--- config.mk ---
export PLATFORM = sky130hd
export DESIGN_NAME = audio_subsystem
export DESIGN_NICKNAME = d
export VERILOG_FILES = /design/src/logic/audio_pkg.sv /design/src/logic/codec_clock_gen.sv /design/src/logic/serial_audio_rx.sv /design/src/logic/fir_filter.sv /design/src/logic/serial_audio_tx.sv /design/src/logic/audio_subsystem.sv
export SDC_FILE = /design/constraint.sdc
export NUM_CORES = 2
export LEC_CHECK = 0
export ABC_AREA = 0
export BUFFER_PORTS_ARGS = -buffer_cell sky130_fd_sc_hd__buf_2
export CORE_MARGIN = 4
export CORE_UTILIZATION = 58
export CTS_CLUSTER_SIZE = 25
export DETAILED_ROUTE_END_ITERATION = 8
export PLACE_DENSITY_LB_ADDON = 0.1
export SETUP_SLACK_MARGIN = 0.5
export SLEW_MARGIN = 20
export SYNTH_ARGS = -nofsm -noshare
export SYNTH_HDL_FRONTEND = slang
export SYNTH_SLANG_ARGS = --single-unit
--- constraint.sdc ---
create_clock -name clk_i -period 8.4 [get_ports clk_i]
set_clock_uncertainty 0.05 [all_clocks]
set_input_delay 1.68 -clock clk_i [delete_from_list [all_inputs] [get_ports clk_i]]
set_output_delay 1.68 -clock clk_i [all_outputs]
set_load 0.01 [all_outputs]
--- src/logic/audio_pkg.sv ---
package audio_pkg;

  localparam int unsigned SAMPLE_W    = 16;                 // Codec sample width
  localparam int unsigned COEF_W      = 16;                 // Signed Q1.15 coefficient
  localparam int unsigned ACC_W       = 24;                 // Scaled FIR result width
  localparam int unsigned NUM_TAPS    = 8;                  // Power of two only
  localparam int unsigned TAP_ADDR_W  = $clog2(NUM_TAPS);   // Coefficient index width
  localparam int unsigned BCLK_HALF   = 4;                  // clk_i cycles per bclk half
  localparam int unsigned BITS_PER_CH = 16;                 // Bit clocks per channel word

  typedef logic signed [SAMPLE_W-1:0] sample_t;             // One PCM sample
  typedef logic signed [COEF_W-1:0]   coef_t;               // One filter tap weight

  // Left sits in the upper half, so a frame shifts out left first
  typedef struct packed {
    sample_t left;                                          // Word clock low
    sample_t right;                                         // Word clock high
  } stereo_frame_t;

  typedef struct packed {
    logic                  write;                           // 1 write, 0 read
    logic [TAP_ADDR_W-1:0] addr;                            // Tap index
    coef_t                 wdata;                           // Write data
  } cfg_req_t;

  typedef struct packed {
    coef_t rdata;                                           // Read data, valid with ack
  } cfg_rsp_t;

endpackage

--- src/logic/codec_clock_gen.sv ---
`timescale 1ns/1ps

module codec_clock_gen (
  input  logic clk_i,
  input  logic arst_n_i,
  output logic bclk_o,
  output logic lrclk_o,
  output logic bclk_rise_o,
  output logic bclk_fall_o,
  output logic frame_start_o
);

  logic [$clog2(audio_pkg::BCLK_HALF)-1:0]   div_q;         // Half-period divider
  logic [$clog2(audio_pkg::BITS_PER_CH)-1:0] bit_q;         // Falling edges in current word
  logic                                      bclk_q;
  logic                                      lrclk_q;
  logic                                      half_tick;     // Last cycle of a half period
  logic                                      word_last;     // Last bit of a channel word

  assign half_tick = (div_q == audio_pkg::BCLK_HALF - 1);
  assign word_last = (bit_q == audio_pkg::BITS_PER_CH - 1);

  // Ticks lead the pin edge by one cycle, registered outputs switch on that edge
  assign bclk_rise_o   = half_tick & ~bclk_q;
  assign bclk_fall_o   = half_tick & bclk_q;
  assign frame_start_o = bclk_fall_o & word_last & lrclk_q; // Word clock about to go low

  assign bclk_o  = bclk_q;
  assign lrclk_o = lrclk_q;

  always_ff @(posedge clk_i or negedge arst_n_i) begin
    if (!arst_n_i) begin
      div_q   <= '0;
      bclk_q  <= 1'b0;
      lrclk_q <= 1'b1;                                      // Idle high before first frame
      bit_q   <= '1;                                        // First fall opens a left word
    end else begin
      div_q <= half_tick ? '0 : div_q + 1'b1;
      if (half_tick) bclk_q <= ~bclk_q;
      if (bclk_fall_o) begin
        bit_q <= bit_q + 1'b1;                              // Wraps at BITS_PER_CH
        if (word_last) lrclk_q <= ~lrclk_q;                 // Channel switch
      end
    end
  end

  // Word clock pin only moves together with a bit clock pin falling edge
  assert property (@(posedge clk_i) disable iff (!arst_n_i)
    $changed(lrclk_o) |-> $fell(bclk_o));

endmodule

--- src/logic/serial_audio_rx.sv ---
`timescale 1ns/1ps

module serial_audio_rx (
  input  logic                      clk_i,
  input  logic                      arst_n_i,
  input  logic                      adc_sdata_i,
  input  logic                      lrclk_i,
  input  logic                      bclk_rise_i,
  output audio_pkg::stereo_frame_t  frame_o,
  output logic                      rx_valid_o
);

  logic [audio_pkg::SAMPLE_W-1:0]            shift_q;       // MSB first deserializer
  logic [audio_pkg::SAMPLE_W-1:0]            word;          // Shift value incl. current bit
  logic [$clog2(audio_pkg::BITS_PER_CH)-1:0] cnt_q;         // Next bit index
  logic [$clog2(audio_pkg::BITS_PER_CH)-1:0] bit_idx;       // Index of the bit now sampled
  logic                                      lr_q;          // Word clock at previous bit
  logic                                      word_done;
  audio_pkg::stereo_frame_t                  frame_q;
  logic                                      valid_q;

  // A word clock change since the last bit marks an MSB
  assign bit_idx   = (lrclk_i != lr_q) ? '0 : cnt_q;
  assign word      = {shift_q[audio_pkg::SAMPLE_W-2:0], adc_sdata_i};
  assign word_done = bclk_rise_i & (bit_idx == audio_pkg::BITS_PER_CH - 1);

  assign frame_o    = frame_q;
  assign rx_valid_o = valid_q;

  always_ff @(posedge clk_i or negedge arst_n_i) begin
    if (!arst_n_i) begin
      cnt_q   <= '0;
      lr_q    <= 1'b1;                                      // Matches word clock reset level
      valid_q <= 1'b0;
    end else begin
      valid_q <= word_done & lrclk_i;                       // Strobe after right LSB
      if (bclk_rise_i) begin
        cnt_q <= bit_idx + 1'b1;                            // Wraps after LSB
        lr_q  <= lrclk_i;
      end
    end
  end

  always_ff @(posedge clk_i) begin
    if (bclk_rise_i) shift_q <= word;
    if (word_done) begin
      if (lrclk_i) frame_q.right <= word;
      else         frame_q.left  <= word;
    end
  end

  // One strobe per frame, so never back to back
  assert property (@(posedge clk_i) disable iff (!arst_n_i)
    rx_valid_o |=> !rx_valid_o);

endmodule

--- src/logic/fir_filter.sv ---
`timescale 1ns/1ps

module fir_filter (
  input  logic                      clk_i,
  input  logic                      arst_n_i,
  input  audio_pkg::stereo_frame_t  frame_i,
  input  logic                      rx_valid_i,
  input  logic                      cfg_req_i,
  input  audio_pkg::cfg_req_t       cfg_i,
  output logic                      cfg_ack_o,
  output audio_pkg::cfg_rsp_t       cfg_rsp_o,
  output audio_pkg::stereo_frame_t  frame_o,
  output logic                      fir_valid_o
);

  typedef enum logic {CFG_IDLE, CFG_ACK} cfg_state_e;

  audio_pkg::coef_t   coef_q [audio_pkg::NUM_TAPS];         // Tap weights
  audio_pkg::sample_t hist_l_q [audio_pkg::NUM_TAPS];       // Index 0 is newest
  audio_pkg::sample_t hist_r_q [audio_pkg::NUM_TAPS];

  cfg_state_e                               cfg_state_q;
  logic                                     cfg_go;         // Access accepted this cycle
  audio_pkg::cfg_rsp_t                      rsp_q;

  logic                                     busy_q;         // MAC sequence running
  logic [audio_pkg::TAP_ADDR_W-1:0]         tap_q;
  logic                                     ch_q;           // 0 left, 1 right
  logic                                     last_tap;
  audio_pkg::sample_t                       samp;           // Multiplier sample operand
  logic signed [audio_pkg::SAMPLE_W+audio_pkg::COEF_W-1:0] prod;
  // Headroom so the top ACC_W bits above the fraction are the exact scaled sum
  logic signed [audio_pkg::ACC_W+audio_pkg::COEF_W-2:0]    acc_q;
  logic signed [audio_pkg::ACC_W+audio_pkg::COEF_W-2:0]    acc_next;
  logic signed [audio_pkg::ACC_W+audio_pkg::COEF_W-2:0]    sum_q;  // Finished channel sum
  logic signed [audio_pkg::ACC_W-1:0]       scaled;         // Sum >>> 15
  logic                                     sum_vld_q;
  logic                                     sum_ch_q;
  audio_pkg::stereo_frame_t                 frame_q;
  logic                                     fir_valid_q;

  // Clamp to sample range when the dropped upper bits are not pure sign
  function automatic audio_pkg::sample_t sat_sample(input logic signed [audio_pkg::ACC_W-1:0] v);
    logic [audio_pkg::ACC_W-audio_pkg::SAMPLE_W:0] top;
    top = v[audio_pkg::ACC_W-1:audio_pkg::SAMPLE_W-1];
    if (&top || ~|top) return v[audio_pkg::SAMPLE_W-1:0];
    else if (v[audio_pkg::ACC_W-1]) return {1'b1, {(audio_pkg::SAMPLE_W-1){1'b0}}};
    else return {1'b0, {(audio_pkg::SAMPLE_W-1){1'b1}}};
  endfunction

  assign last_tap = (tap_q == audio_pkg::NUM_TAPS - 1);
  assign samp     = ch_q ? hist_r_q[tap_q] : hist_l_q[tap_q];
  assign prod     = samp * coef_q[tap_q];                   // Single shared multiplier
  assign acc_next = acc_q + prod;
  assign scaled   = $signed(sum_q[audio_pkg::ACC_W+audio_pkg::COEF_W-2:audio_pkg::COEF_W-1]);

  assign cfg_go      = (cfg_state_q == CFG_IDLE) & cfg_req_i & ~busy_q;  // Deferred while busy
  assign cfg_ack_o   = (cfg_state_q == CFG_ACK);
  assign cfg_rsp_o   = rsp_q;
  assign frame_o     = frame_q;
  assign fir_valid_o = fir_valid_q;

  // Four-phase config slave and coefficient store
  always_ff @(posedge clk_i or negedge arst_n_i) begin
    if (!arst_n_i) begin
      cfg_state_q <= CFG_IDLE;
      for (int i = 0; i < audio_pkg::NUM_TAPS; i++) begin
        coef_q[i] <= (i == 0) ? {1'b0, {(audio_pkg::COEF_W-1){1'b1}}} : '0;  // Pass-through
      end
    end else begin
      case (cfg_state_q)
        CFG_IDLE: if (cfg_go) begin
          cfg_state_q <= CFG_ACK;
          if (cfg_i.write) coef_q[cfg_i.addr] <= cfg_i.wdata;
        end
        CFG_ACK: if (!cfg_req_i) cfg_state_q <= CFG_IDLE;   // Release on req drop
        default: cfg_state_q <= CFG_IDLE;
      endcase
    end
  end

  always_ff @(posedge clk_i) begin
    if (cfg_go) rsp_q.rdata <= coef_q[cfg_i.addr];          // Held for the ack phase
  end

  // Tap history, cleared so first frames see silence
  always_ff @(posedge clk_i or negedge arst_n_i) begin
    if (!arst_n_i) begin
      for (int i = 0; i < audio_pkg::NUM_TAPS; i++) begin
        hist_l_q[i] <= '0;
        hist_r_q[i] <= '0;
      end
    end else if (rx_valid_i) begin
      hist_l_q[0] <= frame_i.left;
      hist_r_q[0] <= frame_i.right;
      for (int i = 1; i < audio_pkg::NUM_TAPS; i++) begin
        hist_l_q[i] <= hist_l_q[i-1];
        hist_r_q[i] <= hist_r_q[i-1];
      end
    end
  end

  // MAC sequencer, left taps then right taps, then one scaling cycle
  always_ff @(posedge clk_i or negedge arst_n_i) begin
    if (!arst_n_i) begin
      busy_q      <= 1'b0;
      tap_q       <= '0;
      ch_q        <= 1'b0;
      sum_vld_q   <= 1'b0;
      sum_ch_q    <= 1'b0;
      fir_valid_q <= 1'b0;
    end else begin
      sum_vld_q   <= busy_q & last_tap;
      sum_ch_q    <= ch_q;
      fir_valid_q <= sum_vld_q & sum_ch_q;                  // 18 cycles after rx_valid
      if (rx_valid_i) begin
        busy_q <= 1'b1;
        tap_q  <= '0;
        ch_q   <= 1'b0;
      end else if (busy_q) begin
        tap_q <= tap_q + 1'b1;                              // Wraps into next channel
        if (last_tap) begin
          ch_q <= 1'b1;
          if (ch_q) busy_q <= 1'b0;
        end
      end
    end
  end

  always_ff @(posedge clk_i) begin
    if (rx_valid_i) acc_q <= '0;
    else if (busy_q) acc_q <= last_tap ? '0 : acc_next;
    if (busy_q && last_tap) sum_q <= acc_next;
    if (sum_vld_q) begin
      if (sum_ch_q) frame_q.right <= sat_sample(scaled);
      else          frame_q.left  <= sat_sample(scaled);
    end
  end

  // Host holds a request up until it is acknowledged
  assert property (@(posedge clk_i) disable iff (!arst_n_i)
    $fell(cfg_req_i) |-> cfg_ack_o);

  // Frame rate leaves room for the full MAC sequence
  assert property (@(posedge clk_i) disable iff (!arst_n_i)
    rx_valid_i |-> !busy_q);

endmodule

--- src/logic/serial_audio_tx.sv ---
`timescale 1ns/1ps

module serial_audio_tx (
  input  logic                      clk_i,
  input  logic                      arst_n_i,
  input  audio_pkg::stereo_frame_t  frame_i,
  input  logic                      fir_valid_i,
  input  logic                      frame_start_i,
  input  logic                      bclk_fall_i,
  output logic                      dac_sdata_o
);

  audio_pkg::stereo_frame_t          latched_q;             // Next frame to play
  logic [2*audio_pkg::SAMPLE_W-1:0]  shift_q;               // Left word in upper half

  assign dac_sdata_o = shift_q[2*audio_pkg::SAMPLE_W-1];    // MSB first

  always_ff @(posedge clk_i or negedge arst_n_i) begin
    if (!arst_n_i) begin
      latched_q <= '0;                                      // Silence until first result
      shift_q   <= '0;                                      // DAC line low
    end else begin
      if (fir_valid_i) latched_q <= frame_i;
      if (frame_start_i) begin
        shift_q <= latched_q;                               // Left MSB with word clock low
      end else if (bclk_fall_i) begin
        shift_q <= {shift_q[2*audio_pkg::SAMPLE_W-2:0], 1'b0};
      end
    end
  end

  // Frame start is a falling edge tick from the clock generator
  assert property (@(posedge clk_i) disable iff (!arst_n_i)
    frame_start_i |-> bclk_fall_i);

  // Filter results land well away from the frame load
  assert property (@(posedge clk_i) disable iff (!arst_n_i)
    fir_valid_i |-> !frame_start_i);

endmodule

--- src/logic/audio_subsystem.sv ---
`timescale 1ns/1ps

module audio_subsystem (
  input  logic                 clk_i,
  input  logic                 arst_n_i,
  input  logic                 adc_sdata_i,
  input  logic                 cfg_req_i,
  input  audio_pkg::cfg_req_t  cfg_i,
  output logic                 bclk_o,
  output logic                 lrclk_o,
  output logic                 dac_sdata_o,
  output logic                 cfg_ack_o,
  output audio_pkg::cfg_rsp_t  cfg_rsp_o
);

  logic                      bclk_rise;                     // Edge ticks from clock gen
  logic                      bclk_fall;
  logic                      frame_start;
  audio_pkg::stereo_frame_t  rx_frame;                      // Deserialized input
  logic                      rx_valid;
  audio_pkg::stereo_frame_t  fir_frame;                     // Filtered output
  logic                      fir_valid;

  codec_clock_gen u_clock_gen (
    .clk_i         (clk_i),
    .arst_n_i      (arst_n_i),
    .bclk_o        (bclk_o),
    .lrclk_o       (lrclk_o),
    .bclk_rise_o   (bclk_rise),
    .bclk_fall_o   (bclk_fall),
    .frame_start_o (frame_start)
  );

  serial_audio_rx u_rx (
    .clk_i       (clk_i),
    .arst_n_i    (arst_n_i),
    .adc_sdata_i (adc_sdata_i),
    .lrclk_i     (lrclk_o),
    .bclk_rise_i (bclk_rise),
    .frame_o     (rx_frame),
    .rx_valid_o  (rx_valid)
  );

  fir_filter u_fir (
    .clk_i       (clk_i),
    .arst_n_i    (arst_n_i),
    .frame_i     (rx_frame),
    .rx_valid_i  (rx_valid),
    .cfg_req_i   (cfg_req_i),
    .cfg_i       (cfg_i),
    .cfg_ack_o   (cfg_ack_o),
    .cfg_rsp_o   (cfg_rsp_o),
    .frame_o     (fir_frame),
    .fir_valid_o (fir_valid)
  );

  serial_audio_tx u_tx (
    .clk_i         (clk_i),
    .arst_n_i      (arst_n_i),
    .frame_i       (fir_frame),
    .fir_valid_i   (fir_valid),
    .frame_start_i (frame_start),
    .bclk_fall_i   (bclk_fall),
    .dac_sdata_o   (dac_sdata_o)
  );

endmodule

# Yosys cells after proc, flatten, opt, wreduce, memory -nomap -nowiden
# Index checks and enable logic that the tools add are counted.
# totals
regBits	644
in_bits	24
output_inout_bits	20
elab_cells	131
# op_classes
addsub	5
multipliers	1
n_lt_le_gt_ge	3
n_eq_ne	5
mux	35
bitwise_logic	17
n_reduce_logical	16
# op_table
cell	n
$bmux W16 S3	4
$mux W16	12
$bwmux W128	1
$mux W32	2
$demux W16 S3	1
$add A39 B32 Y39	1
$mux W39	1
$mul A16 B16 Y32	1
$reduce_and A2 Y1	6
$and A1 B1 Y1	10
$mux W1	9
$reduce_and A9 Y1	1
$reduce_or A9 Y1	1
$add A4 B1 Y4 const B	2
$eq A4 B4 Y1 const B	2
$ge A4 B4 Y1 const B	2
$not A3 Y4	2
$mux W3	2
$reduce_bool A2 Y1	3
$not A1 Y1	5
$lt A4 B1 Y1 const B	1
$mux W4	1
$add A3 B1 Y3 const B	1
$eq A3 B3 Y1 const B	1
9 further kinds	10

# Depth between registers and ports, before layout
# depth
depth_word	8
mapped_depth	31
mapped_depth_nobuf	27

# Cells and area by module
# A second synthesis with hierarchy kept.
# hier_totals
hier_cells	2953
area_unflattened_um2	38615.8
# by_module_without_submodules
module	n_inst	cells_each	area_each_um2	seq_area_each_um2
fir_filter	1	2646	33676.0	12796.0
serial_audio_tx	1	207	2854.0	1601.5
serial_audio_rx	1	75	1717.9	1562.7
codec_clock_gen	1	25	367.9	206.4

# Worst setup path before layout
# OpenSTA, ideal clock, no wires.
# synth_timing
path_type	register to register
startpoint	register u_fir.tap_q[0] in the netlist's numbering
endpoint	register u_fir.acc_q[35] in the netlist's numbering
setup_time_ns	0.117
arrival_ns	7.779
t_required_ns	8.233
slack_ns	0.454
path_stages_with_launch	27
path_buffers	5
period_less_slack_ns	7.946
cell_sequence	dfrtp_1 > buf_6 > buf_4 > buf_6 > buf_2 > mux4_2 > mux2_2 > buf_2 > nand2_1 > inv_1 > fa_1 > fa_1 > fa_1 > fa_1 > fa_1 > inv_1 > fa_1 > inv_1 > ha_1 > and4_1 > a221o_1 > a211oi_1 > a21oi_1 > o41ai_1 > nand2b_1 > xor2_1 > a22o_1
# synth_via
elab_chain_len	8
elab_cells_between_ends	15
cone_classes	add/sub (1); mul (1); eq/ne (1); mux (11); bitwise (1)
# synth_lines
item	line_no	source
start, declared	fir_filter.sv:27	logic [audio_pkg::TAP_ADDR_W-1:0] tap_q;
start signal, assigned	fir_filter.sv:121	tap_q <= tap_q + 1'b1;
$not A3 Y4 (implied by the code) (*)	fir_filter.sv:52, fir_filter.sv:53	
$bmux W16 S3	fir_filter.sv:52	assign samp = ch_q ? hist_r_q[tap_q] : hist_l_q[tap_q];
$mux W16 (implied by the code) (2 in a row)	fir_filter.sv:52	
$mux W16	fir_filter.sv:52	
$mul A16 B16 Y32 (*)	fir_filter.sv:53	assign prod = samp * coef_q[tap_q];
$add A39 B32 Y39 (*)	fir_filter.sv:54	assign acc_next = acc_q + prod;
net u_fir.acc_next (one bit)	fir_filter.sv:34	logic signed [audio_pkg::ACC_W+audio_pkg::COEF_W-2:0] acc_next;
$mux W39 (*)	fir_filter.sv:132	else if (busy_q) acc_q <= last_tap ? '0 : acc_next;
end signal, assigned	fir_filter.sv:132	
end, declared	fir_filter.sv:33	logic signed [audio_pkg::ACC_W+audio_pkg::COEF_W-2:0] acc_q;
# Mark *: on every way through the listed nets, which the timed path passes. The rest lies on a longest branch. The select of a mux whose other input is x is not followed.
# A chain may end at the register's enable or synchronous reset.

# Final worst setup path
# Same ends and word-level chain as after synthesis.

==> results by group <==
Detailed routing
  • Drt first pass iters: 5
  • Drt total wl: 84.28 mm
  • DR vias: 22.90k
  • ANT nets after route: 0
  • DRC viols: 0
  • Drt wl/cell: 21.48 µm
  • Initial DRC Count: 1,706
  • Vias per std cell: 5.838

Setup path
  • WS Path Type: flop to flop
  • Critical path endpoint category: flop
  • Worst Path Required: 8.85 ns
  • Slowest cell on the critical path: fa_2
  • Crit-path max cell delay: 0.73 ns
  • Crit path max fanout: 8
  • Critical Path, Cell by Cell: buf_4, buf_6, mux4_2, mux4_2, and2_4, fa_2, fa_2, fa_1, fa_1, fa_1, inv_1, fa_1, inv_1, ha_1, and4_4, a221o_1, a211oi_2, a21oi_2, o41ai_2, nand2b_1, xor2_1, a22o_1
  • Worst Path Arrival: 8.18 ns
  • Most used cell along the critical path: fa_1
  • CP startpoint kind: flop

Pwr
  • Design Power: 7.065 mW
  • Static leakage: 20.31 nW
  • PwrDens: 165.4 nW/µm²
  • VDD IR-drop max: 0.1922 mV

Timing
  • Setup TNS: 0 ns
  • Post-route worst setup slack: 0.6717 ns
  • RSZ-0062 raised after global routing: yes
  • Final Cycle Share: 0.9200
  • Final hold vios: 0
  • Tmin final: 7.728 ns
  • Endpoints failing setup: 0
  • Max-slew headroom: 0.2267
  • Slew of the pin with the lowest slew margin: 1.157 ns
  • Max Slew Vio Count: 0
  • Fmax: 129.4 MHz

Synth
  • Mapped Cells: 2,926
  • Post-synth EDFFs: 119
  • Yosys warning total: 0
  • Syn nets: 3,394
  • Sequential fraction of the synthesis area: 0.4228
  • Average size of a mapped cell: 13.07 µm²
  • Async set-or-reset flop fraction in the synthesized netlist: 0.7488
  • Main synth FF type: dfrtp_1
  • FF+latch count, synth: 629
  • Cell variety after synth: 59
  • Syn Std Cell Area: 38,240 µm²

Finish
  • Fillcell total: 4,683
  • Sequential cell area: 16,180 µm²
  • Layout Area Growth over Synthesis: 11.70%
  • Multi-input logic area: 20,390 µm²
  • Design Area, Final: 42,710 µm²
  • Layout cells sized above 1: 0.2897
  • Core Util, Final: 0.6590
  • Nets@finish: 3,478

Die
  • Starting density of the core: 0.5900
  • Core region area: 64,810 µm²
  • Chip width: 264.8 µm
  • Die area: 70,100 µm²
  • Row cnt: 93
  • I/O pins: 44
  • Die Span Y: 264.8 µm

Placed design
  • Port Buf Inserts: 43
  • Final GP Congestion: 0.8646
  • Placed cell area: 39,600 µm²
  • Dpl ws: 0.1837 ns
  • Hpwl dp: 58.68 mm

Global route
  • Gr ovfl total: 0
  • Largest net degree at the start of global routing: 157
  • Initial antenna violation count: 4
  • GRT Util Overall: 0.2440
  • Vias in the first global route: 24.74k
  • First-pass GRT wire length: 136.9 mm

Flow run
  • Max Cap Violations: 0

Clocking
  • H-tree depth: 3
  • CTS tree: built
  • Clock Latency Late Sink: 0.63 ns
  • CTS Hold Bufs: 0
  • CTS sink cnt: 629
  • CTS max path bufs: 3
  • CTS Buf Count: 67
  • CTS root buf: clkbuf_16
  • Clock slew at reported path FFs: 0.06 ns

Min path
  • Worst Hold Class: flop to flop

Outcome
  • Status: complete, no violations
[final cells by class]
cell class	count	share of cell area
inverter	375	0.03296
sequential	629	0.3789
timing repair buffer	154	0.03281
clock buffer	95	0.04456
tap	855	0.02505
clock inverter	29	0.008232
antenna	3	0.0001758
multi-input combinational	1783	0.4774
[routing by layer]
metal,vias to the layer above,GRT usage,routed length (µm)
li1,10152,-,-
met2,634,0.3983,40880
met4,2,0.05840,1938
met3,131,0.04149,4686
met1,11985,0.3486,36760
met5,-,0,13
[state kept, by name, summed over array words and instances, names as in the netlist, 2 cells and up]
| signal | cells |
|---|---|
| u_fir.coef_q | 128 |
| u_fir.hist_l_q | 128 |
| u_fir.hist_r_q | 128 |
| u_fir.acc_q | 39 |
| u_fir.frame_o | 32 |
| u_rx.frame_o | 32 |
| u_tx.latched_q | 32 |
| u_tx.shift_q | 32 |
| u_fir.sum_q | 24 |
| u_fir.cfg_rsp_o | 16 |
| u_rx.shift_q | 15 |
| u_clock_gen.bit_q | 4 |
| u_rx.cnt_q | 4 |
| u_fir.tap_q | 3 |
| u_clock_gen.div_q | 2 |
[what timing repair did]
item / in CTS / in global routing
cloned: 1 / 4
pin swaps: 1 / 16
gates resized for setup: 10 / 71
endpoints found under the setup margin: 18 / 35
buffers inserted: 8 / 31
endpoints found under the hold margin: 0 / 0
[cell families after synthesis]
kind of cell    Yosys count  synth area share
mux                     592            0.2039
fa+ha+maj               444            0.2095
flops                   629            0.4228
xor+xnor                 47           0.01096
buf+inv                 514           0.05219
compound gates          271           0.04889
simple gates            429           0.05173
[synthesized netlist by cell type, types with 3 or more instances]
cell	number	area [µm²]
xnor2_1	34	297.8
a22oi_1	64	480.5
mux4_2	106	2387
a21oi_1	72	360.4
nor2_1	123	461.7
o21bai_1	4	30.03
buf_1	6	22.52
clkbuf_1	98	367.9
fa_1	327	6546
nor2b_1	39	244.0
and2_1	39	244.0
and3_1	7	43.79
a22o_1	40	350.3
a21o_1	28	210.2
nand2b_1	10	62.56
nor3b_1	6	45.04
nand3_1	6	30.03
o21ai_0	17	85.08
o21ai_1	8	40.04
o21a_1	14	105.1
xor2_1	12	105.1
mux2i_1	50	500.5
dfxtp_1	39	780.8
edfxtp_1	119	3573
dfrtp_1	450	11260
nand4_1	23	143.9
dfstp_2	21	551.8
nand2_1	160	600.6
inv_1	375	1408
ha_1	117	1464
o21ai_2	3	26.28
mux2_2	436	4910
buf_2	29	145.1
buf_4	4	30.03
nor3_1	7	35.03
nor4_1	3	18.77
[final timing paths]
path / startpoint / endpoint / slack, ns / cells after the start
min in group asynchronous: arst_n_i / u_tx.shift_q[31] / 1.11 / 1
worst min register to register: u_clock_gen.div_q[0] / u_clock_gen.div_q[0] / 0.37 / 1
worst min-delay path: u_clock_gen.div_q[0] / u_clock_gen.div_q[0] / 0.37 / 1
worst max-delay path: u_fir.tap_q[0] / u_fir.acc_q[35] / 0.67 / 22
worst max register to register: u_fir.tap_q[0] / u_fir.acc_q[35] / 0.67 / 22
max in group asynchronous: arst_n_i / u_fir.tap_q[0] / 5.65 / 2
[placed cells by master, fill, tap and decap left out, types with 11 or more instances in the layout]
cell       synthesis  layout
a22o_1            40      40
nand4_1           23      23
dfrtp_1          450     446
xor2_1            12      12
edfxtp_1         119     119
buf_4              4      80
nor2_1           123     117
clkbuf_1          98      17
xnor2_1           34      33
nand2_1          160     155
inv_1            375     374
clkbuf_16          0      72
o21ai_0           17      15
a22oi_1           64      64
a21o_1            28      28
dfstp_2           21      21
a21oi_1           72      66
buf_2             29      42
mux2_2           436     433
and2_1            39      33
mux4_2           106     106
buf_12             0      14
clkinv_2           0      11
ha_1             117     110
dfxtp_1           39      39
nor2b_1           39      37
mux2i_1           50      49
fa_1             327     324
[through the flow]
stage | hold WS [ns] | instances
after floorplan | 0.3019 | 2926
after global placement | 0.3640 | 3752
after detailed placement | 0.3704 | 3752
after CTS | 0.3787 | 3885
after global routing | 0.4006 | 3920
final | 0.3750 | 3923
[critical path: cells and delay by family, from the launching register on]
family                     cells  cell delay [ns]
DFF                            1             0.49
adders and majority gates      7             3.55
xor gates and xnor gates       1             0.15
buffers and inverters          4             0.36
muxes                          2             1.04
and+or+nand+nor                3             0.56
AOI/OAI and AO/OA              5             1.39
[power by group]
group,leakage [nW],internal (mW),total (mW),switching (mW)
sequential,7.74,3.25,3.36,0.104
clock,1.11,1.76,3.01,1.25
combinational,11.5,0.298,0.699,0.401
Note: power is estimated with default switching activity, not from simulation.
